--- src/design/stepper_pkg.sv ---
package stepper_pkg;

  // Widths
  localparam int PHASE_W    = 3;   // Coil table index over 8 entries
  localparam int STEP_CNT_W = 16;  // Steps per move
  localparam int PERIOD_W   = 16;  // Clock cycles between step pulses
  localparam int DAC_W      = 8;   // PWM resolution of a 256-cycle frame

  // Smaller step period requests are clamped up to this
  localparam logic [PERIOD_W-1:0] MIN_PERIOD = 2;

  // Step resolution
  // Encoding 3 is reserved and walks nowhere
  typedef enum logic [1:0] {
    FULL    = 2'd0,  // Increment 4
    HALF    = 2'd1,  // Increment 2
    QUARTER = 2'd2   // Increment 1
  } microstep_e;

  // Step generator FSM
  typedef enum logic [1:0] {
    IDLE      = 2'd0,  // Waiting for a move command
    WAIT_TICK = 2'd1,  // Counting down the step period
    STEP      = 2'd2   // Step pulse high this cycle
  } gen_state_e;

  // Coil patterns in bit order {b2, b1, a2, a1}
  // Even entries drive both coils and odd entries one
  localparam logic [3:0] PHASE_TABLE [0:7] = '{
    4'b1010,
    4'b0010,
    4'b0110,
    4'b0100,
    4'b0101,
    4'b0001,
    4'b1001,
    4'b1000
  };

  // Table increment per step is four shifted right by the mode
  function automatic logic [PHASE_W-1:0] step_incr(input microstep_e mode);
    logic [3:0] shifted;
    shifted = 4'd4 >> mode;  // Mode 3 shifts to zero
    return shifted[PHASE_W-1:0];
  endfunction

endpackage

--- src/design/step_if.sv ---
`timescale 1ns/10ps

// Step and direction link from step generator to phase sequencer
interface step_if;

  logic                   step;    // One-cycle pulse per step
  logic                   dir;     // 1 walks the table upward
  logic                   enable;  // Bridge drive enable, level
  stepper_pkg::microstep_e mode;   // Step resolution

  // Generator side
  modport gen (
    output step,
    output dir
  );

  // Sequencer side, always accepts a pulse
  modport seq (
    input step,
    input dir,
    input enable,
    input mode
  );

endinterface

--- src/design/pwm_dac.sv ---
`timescale 1ns/10ps

// Frame-latched PWM for one coil reference voltage
// Output averages to duty/256 once a frame has passed
module pwm_dac (
  input  logic                          clk,
  input  logic                          rst_n,
  input  logic [stepper_pkg::DAC_W-1:0] duty,
  output logic                          pwm
);

  logic [stepper_pkg::DAC_W-1:0] frame_cnt;  // Free-running 0..255
  logic [stepper_pkg::DAC_W-1:0] duty_q;     // Duty for current frame
  logic                          pwm_q;

  // Frame counter wraps naturally at 2**DAC_W
  always_ff @(posedge clk) begin
    if (!rst_n) begin
      frame_cnt <= '0;
    end else begin
      frame_cnt <= frame_cnt + 1'b1;
    end
  end

  // Duty only changes at the frame boundary
  // so a mid-frame update never chops a pulse
  always_ff @(posedge clk) begin
    if (!rst_n) begin
      duty_q <= '0;
    end else if (frame_cnt == '0) begin
      duty_q <= duty;
    end
  end

  // Registered compare keeps the pin glitch-free
  always_ff @(posedge clk) begin
    if (!rst_n) begin
      pwm_q <= 1'b0;
    end else begin
      pwm_q <= (frame_cnt < duty_q);  // Duty 0 never high, 255 low once per frame
    end
  end

  assign pwm = pwm_q;

endmodule

--- src/design/step_pulse_gen.sv ---
`timescale 1ns/10ps

// Move command to timed step pulses
// One pulse every period cycles and done one cycle after the last
module step_pulse_gen (
  input  logic                               clk,
  input  logic                               rst_n,
  input  logic                               cmd_start,
  input  logic                               cmd_dir,
  input  logic [stepper_pkg::STEP_CNT_W-1:0] cmd_steps,
  input  logic [stepper_pkg::PERIOD_W-1:0]   cmd_period,
  output logic                               busy,
  output logic                               done,
  step_if.gen                                gen
);

  stepper_pkg::gen_state_e state;

  logic [stepper_pkg::STEP_CNT_W-1:0] steps_left;  // Pulses still to send
  logic [stepper_pkg::PERIOD_W-1:0]   tick_cnt;    // Wait countdown
  logic [stepper_pkg::PERIOD_W-1:0]   reload;      // Period minus two
  logic [stepper_pkg::PERIOD_W-1:0]   eff_period;  // Clamped request
  logic                               busy_q;
  logic                               done_q;
  logic                               step_q;
  logic                               dir_q;

  // Clamp period to the minimum
  assign eff_period = (cmd_period < stepper_pkg::MIN_PERIOD) ?
                      stepper_pkg::MIN_PERIOD : cmd_period;

  // Countdown loads period-2 since one cycle goes to the start latch or the STEP state
  // and one to the WAIT_TICK exit, which puts pulses exactly period cycles apart
  always_ff @(posedge clk) begin
    if (!rst_n) begin
      state      <= stepper_pkg::IDLE;
      busy_q     <= 1'b0;
      done_q     <= 1'b0;
      step_q     <= 1'b0;
      dir_q      <= 1'b0;
      steps_left <= '0;
      tick_cnt   <= '0;
      reload     <= '0;
    end else begin
      done_q <= 1'b0;  // Pulses by default
      step_q <= 1'b0;
      case (state)
        stepper_pkg::IDLE: begin
          if (cmd_start) begin  // busy is low in IDLE
            dir_q    <= cmd_dir;
            reload   <= eff_period - stepper_pkg::MIN_PERIOD;
            tick_cnt <= eff_period - stepper_pkg::MIN_PERIOD;
            if (cmd_steps == '0) begin
              done_q <= 1'b1;  // Empty move gives done next cycle
            end else begin
              steps_left <= cmd_steps;
              busy_q     <= 1'b1;
              state      <= stepper_pkg::WAIT_TICK;
            end
          end
        end
        stepper_pkg::WAIT_TICK: begin
          if (tick_cnt == '0) begin
            step_q     <= 1'b1;  // High during STEP
            steps_left <= steps_left - 1'b1;
            state      <= stepper_pkg::STEP;
          end else begin
            tick_cnt <= tick_cnt - 1'b1;
          end
        end
        stepper_pkg::STEP: begin
          if (steps_left == '0) begin
            done_q <= 1'b1;  // Last pulse sent
            busy_q <= 1'b0;  // Falls with done
            state  <= stepper_pkg::IDLE;
          end else begin
            tick_cnt <= reload;
            state    <= stepper_pkg::WAIT_TICK;
          end
        end
        default: begin
          busy_q <= 1'b0;
          state  <= stepper_pkg::IDLE;
        end
      endcase
    end
  end

  assign busy     = busy_q;
  assign done     = done_q;
  assign gen.step = step_q;
  assign gen.dir  = dir_q;  // Held for the whole move

endmodule

--- src/design/hbridge_sequencer.sv ---
`timescale 1ns/10ps

// Coil phase sequencer for a dual H-bridge
// Walks the eight-entry table by 4, 2 or 1 per step pulse
module hbridge_sequencer (
  input  logic clk,
  input  logic rst_n,
  step_if.seq  seq,
  output logic phase_a1,
  output logic phase_a2,
  output logic phase_b1,
  output logic phase_b2
);

  logic [stepper_pkg::PHASE_W-1:0] phase_idx;  // Current table position
  logic [stepper_pkg::PHASE_W-1:0] next_idx;
  logic [stepper_pkg::PHASE_W-1:0] incr_mag;   // 4, 2, 1 or 0
  logic signed [stepper_pkg::PHASE_W:0] incr_s;  // Signed step, -4..4
  logic [3:0] coil_next;
  logic [3:0] coil_q;                          // {b2, b1, a2, a1}

  // Increment from resolution and direction
  always_comb begin
    incr_mag = stepper_pkg::step_incr(seq.mode);
    if (seq.dir) begin
      incr_s = $signed({1'b0, incr_mag});   // Walk up
    end else begin
      incr_s = -$signed({1'b0, incr_mag});  // Walk down
    end
  end

  // Next index, wraps modulo 8 via truncation
  always_comb begin
    next_idx = phase_idx;
    if (seq.step) begin
      next_idx = phase_idx + incr_s[stepper_pkg::PHASE_W-1:0];
    end
  end

  // Table lookup on the new index
  // Disabled bridge floats all four inputs low
  always_comb begin
    if (seq.enable) begin
      coil_next = stepper_pkg::PHASE_TABLE[next_idx];
    end else begin
      coil_next = 4'b0000;
    end
  end

  // Index advances even while disabled, so position is never lost
  always_ff @(posedge clk) begin
    if (!rst_n) begin
      phase_idx <= '0;
    end else begin
      phase_idx <= next_idx;
    end
  end

  // Registered bridge inputs, one cycle after the step pulse
  always_ff @(posedge clk) begin
    if (!rst_n) begin
      coil_q <= 4'b0000;  // All bridge legs off
    end else begin
      coil_q <= coil_next;
    end
  end

  // Table bit order to bridge pins
  assign phase_a1 = coil_q[0];
  assign phase_a2 = coil_q[1];
  assign phase_b1 = coil_q[2];
  assign phase_b2 = coil_q[3];

endmodule

--- src/design/stepper_driver_top.sv ---
`timescale 1ns/10ps

// Stepper drive block
// step generator, coil sequencer and two reference-voltage DACs
module stepper_driver_top (
  input  logic                               clk,
  input  logic                               rst_n,
  input  logic                               cmd_start,   // Move request strobe
  input  logic                               cmd_dir,
  input  logic [stepper_pkg::STEP_CNT_W-1:0] cmd_steps,
  input  logic [stepper_pkg::PERIOD_W-1:0]   cmd_period,  // Cycles per step
  input  logic [1:0]                         microsteps,  // microstep_e encoding
  input  logic                               enable,
  input  logic [stepper_pkg::DAC_W-1:0]      current_a,   // Phase A current setpoint
  input  logic [stepper_pkg::DAC_W-1:0]      current_b,   // Phase B current setpoint
  output logic                               phase_a1,
  output logic                               phase_a2,
  output logic                               phase_b1,
  output logic                               phase_b2,
  output logic                               vref_a,
  output logic                               vref_b,
  output logic                               busy,
  output logic                               done
);

  step_if step_bus ();

  // Levels straight from the pins
  assign step_bus.enable = enable;
  assign step_bus.mode   = stepper_pkg::microstep_e'(microsteps);

  step_pulse_gen u_step_gen (
    .clk        (clk),
    .rst_n      (rst_n),
    .cmd_start  (cmd_start),
    .cmd_dir    (cmd_dir),
    .cmd_steps  (cmd_steps),
    .cmd_period (cmd_period),
    .busy       (busy),
    .done       (done),
    .gen        (step_bus.gen)
  );

  hbridge_sequencer u_seq (
    .clk      (clk),
    .rst_n    (rst_n),
    .seq      (step_bus.seq),
    .phase_a1 (phase_a1),
    .phase_a2 (phase_a2),
    .phase_b1 (phase_b1),
    .phase_b2 (phase_b2)
  );

  // Reference voltage, phase A
  pwm_dac dac_a (
    .clk   (clk),
    .rst_n (rst_n),
    .duty  (current_a),
    .pwm   (vref_a)
  );

  // Reference voltage, phase B
  pwm_dac dac_b (
    .clk   (clk),
    .rst_n (rst_n),
    .duty  (current_b),
    .pwm   (vref_b)
  );

endmodule

--- config.mk ---
export PLATFORM = sky130hd
export DESIGN_NAME = stepper_driver_top
export DESIGN_NICKNAME = d
export VERILOG_FILES = /design/src/design/stepper_pkg.sv /design/src/design/step_if.sv /design/src/design/pwm_dac.sv /design/src/design/step_pulse_gen.sv /design/src/design/hbridge_sequencer.sv /design/src/design/stepper_driver_top.sv
export SDC_FILE = /design/constraint.sdc
export NUM_CORES = 1
export LEC_CHECK = 0
export BUFFER_PORTS_ARGS = -buffer_cell sky130_fd_sc_hd__buf_2
export CAP_MARGIN = 20
export CORE_UTILIZATION = 35
export CTS_CLUSTER_DIAMETER = 200
export DETAILED_ROUTE_END_ITERATION = 8
export PLACE_DENSITY = 0.62
export SYNTH_ARGS = -nofsm -noshare
export SYNTH_HDL_FRONTEND = slang
export SYNTH_HIERARCHICAL = 1
export SYNTH_SLANG_ARGS = --single-unit
--- constraint.sdc ---
create_clock -name clk -period 3.7 [get_ports clk]
set_input_delay 0.74 -clock clk [delete_from_list [all_inputs] [get_ports clk]]
set_output_delay 0.74 -clock clk [all_outputs]
set_load 0.005 [all_outputs]
==> key figures <==
CTS
  • TritonCTS clock tree: done
  • Inserted Clock Buffers: 9
  • Maximum number of buffers from clock root to sink: 2
  • Clk sink count: between 90 and 100
  • Resized cells post-CTS: 0
  • CTS H-tree depth: 3
  • CTS Root Cell: clkbuf_16
  • Cts hold-fix bufs: 0
  • Clock transition at the registers of the reported paths: 70 ps
  • Post-CTS setup buffers: 0
  • Clock latency on the worst-skew pair: about 350 ps

Placed design
  • # placed instances: 941
  • Post-detailed-placement half-perimeter wirelength: between 9 and 10 mm
  • Number of buffers added on ports: 62
  • Gp weighted congestion: between 0.8 and 0.9
  • Worst Setup Slack post-DPL: approximately 380 ps
  • Placed Area: slightly above 6000 sq um

Final layout
  • Proportion of layout cells with a drive suffix above 1: about 15%
  • Util after Layout: 40.7%
  • Number of diodes: 0
  • Number of nets at the end of the flow: just over 800
  • Non-filler instance count after layout: 957
  • Layout area overhead: 13.6%
  • Number of fill cells in the layout: 1637
  • Register Area: around 1900 sq um
  • Area of the multi-input gates: 3440 sq um
  • Final design area excluding fillers: 6440 sq um

Pwr
  • Total Power: 3.66 mW
  • PD cells: ~570 nW/um^2
  • VDD IR-drop max: about 0.24 mV
  • Leakage power summed over all cells: approximately 2.5 nW

Floorplan
  • Die extent in y: 129 microns
  • Die Outline Area: 16700 sq um
  • Initial cell density of the core: approximately 36%
  • Rows: 46
  • DIE WIDTH: roughly 130 microns
  • Boundary Pins: 63
  • Standard cell core area: 15800 sq um

Min path
  • Worst hold stages: 2
  • Worst hold-check path type: reg -> reg

Detailed routing
  • Post-route ant nets: 0
  • Final wirelength: ~14 mm
  • Initial DRT Pass Iterations: 5
  • Starting DRT DRC Count: 346
  • Drc violations: 0
  • Vias: between 5000 and 6000
  • Post-detailed-route via-to-cell ratio: around 5.4
  • Mean routed wirelength per cell: around 15 microns

STA
  • Final period util: 79.5%
  • Worst-case clock skew: between 6 and 7 ps
  • F_max: roughly 340 MHz
  • Slew Viols, Final: 0
  • Hold violation total from the final report: 0
  • Unrepaired setup endpoints after global routing: no
  • Hold_ws: roughly 460 ps
  • Post-route minimum period: 2940 ps
  • Transition time at the pin with the least slew margin: between 800 and 900 ps
  • Fin worst setup slack: between 700 and 800 ps
  • Accumulated negative setup slack: 0 ps
  • Final Setup Violations: 0
  • Max transition margin: around 45%

Synthesis
  • Distinct cell type count after synthesis: 76
  • Cell area after technology mapping: about 5700 sq um
  • Syn_area_per_cell: 8.18 sq um
  • Number of enable flip-flop cells after synthesis: 0
  • Nets in the synthesized netlist: 779
  • Share of synthesized flip-flops with an asynchronous set or reset: 0%
  • Most frequent cell after synthesis: dfxtp_1
  • Synth area leaders: dfxtp_1, ha_1, a21oi_1
  • Top cell type by total area after synthesis: dfxtp_1
  • Gate count after technology mapping: slightly below 700
  • Synthesis warning total: 6
  • Register bit count reported by yosys: 95
  • Synth top area share: 33.6%
  • Share of the yosys chip area belonging to registers: 33.6%
  • Top_reg_cell synth: dfxtp_1
  • Most instantiated cells after synthesis: dfxtp_1, nand2_1, a21oi_1, nor2_1, nand3_1

GRT
  • GR Util All Layers: approximately 18%
  • Pin count of the biggest net entering global routing: 44
  • Antenna violations before repair: 0
  • Vias in the first global route: roughly 4800
  • Global-route wire length before repair: around 24 mm
  • Sum of overflow across all layers after global routing: 0

Critical path
  • Endpoint kind of the worst setup timing path: flop
  • Depth of the most critical reg-to-reg path: 8
  • Critical path class: in -> reg
  • Element type at the critical path start: primary input
  • Data required, critical path: between 3000 and 4000 ps
  • Worst Path Max Fanout: 5
  • CP arrival: between 3000 and 4000 ps

Run status
  • Run status: completed

Flow run
  • Number of violations of the max-capacitance limit: 0
==> registers in the layout, indices dropped and copies added (netlist names), 2 cells and up <==
signal,flops
u_step_gen/state,2
u_step_gen/reload,16
u_seq/phase_idx,3
dac_b/duty_q,8
u_step_gen/tick_cnt,16
dac_b/frame_cnt,8
u_step_gen/steps_left,16
dac_a/duty_q,8
dac_a/frame_cnt,8
u_seq/coil_q,4
==> where the power goes <==
| part | total (mW) | internal (mW) | switching [mW] |
|---|---|---|---|
| combinational | 1.29 | 0.514 | 0.778 |
| sequential | 1.35 | 1.18 | 0.167 |
| clock | 1.02 | 0.598 | 0.421 |
| total | 3.66 | 2.29 | 1.37 |
==> layout by cell type (no fill, tap or decap), types with 6 or more instances in the layout <==
cell / netlist / final
nor3_1: 24 / 24
o21ai_0: 15 / 15
buf_4: 2 / 6
nand4_1: 9 / 9
inv_1: 37 / 37
a211oi_1: 12 / 12
dfxtp_1: 95 / 95
a21oi_1: 57 / 57
a221oi_1: 8 / 8
o21ai_1: 25 / 25
buf_2: 8 / 62
xor2_1: 13 / 13
o211ai_1: 7 / 7
nand2_1: 59 / 59
nand3_1: 44 / 44
o22ai_1: 7 / 7
ha_1: 30 / 30
nor2_1: 55 / 55
and2_1: 7 / 7
or4_1: 7 / 7
or3_1: 11 / 11
xnor2_1: 12 / 12
clkbuf_16: 0 / 9
nor4_1: 10 / 10
==> worst paths after layout <==
| path | start | endpoint | slack, ps |
|---|---|---|---|
| setup / recovery | cmd_period[10] | u_step_gen/tick_cnt[15] | 760 |
| hold reg to reg | u_step_gen/reload[0] | u_step_gen/reload[0] | 460 |
| setup reg to reg | u_step_gen/tick_cnt[0] | u_step_gen/steps_left[7] | 880 |
| hold / removal | u_step_gen/reload[0] | u_step_gen/reload[0] | 460 |
==> per-layer routing <==
| layer | global-route usage [%] | wire (microns) |
|---|---|---|
| met5 | 0 | 0 |
| met4 | 7.40 | 261 |
| met3 | 2.89 | 505 |
| met2 | 30.0 | 6680 |
| met1 | 23.4 | 6650 |
==> critical path, stage by stage <==
cell,delay (ps)
buf_2,110
nor4_1,50
buf_4,140
nand4_1,120
nor2_1,50
nor2_1,150
ha_1,220
or4b_1,550
nor4_2,280
nor4bb_1,300
xor2_1,210
o21ai_0,110
o22ai_1,170
==> cells by family after synthesis <==
family                     Yosys count  share of synthesized area (%)
and+or+nand+nor                    269                           25.7
muxes                                8                           1.50
DFF                                 95                           33.6
AOI/OAI and AO/OA                  190                           22.7
adders and majority gates           31                           6.98
xor gates and xnor gates            25                           3.86
buffers and inverters               75                           5.67
==> cell type report <==
cell class                      count  area share (%)
Multi-Input combinational cell    523            53.5
Inverter                           39            2.27
Tap cell                          216            4.20
Clock inverter                      6            1.42
Clock buffer                       10            3.56
Timing Repair Buffer               68            5.52
Sequential cell                    95            29.5
Power figures use the tool's default switching activity.
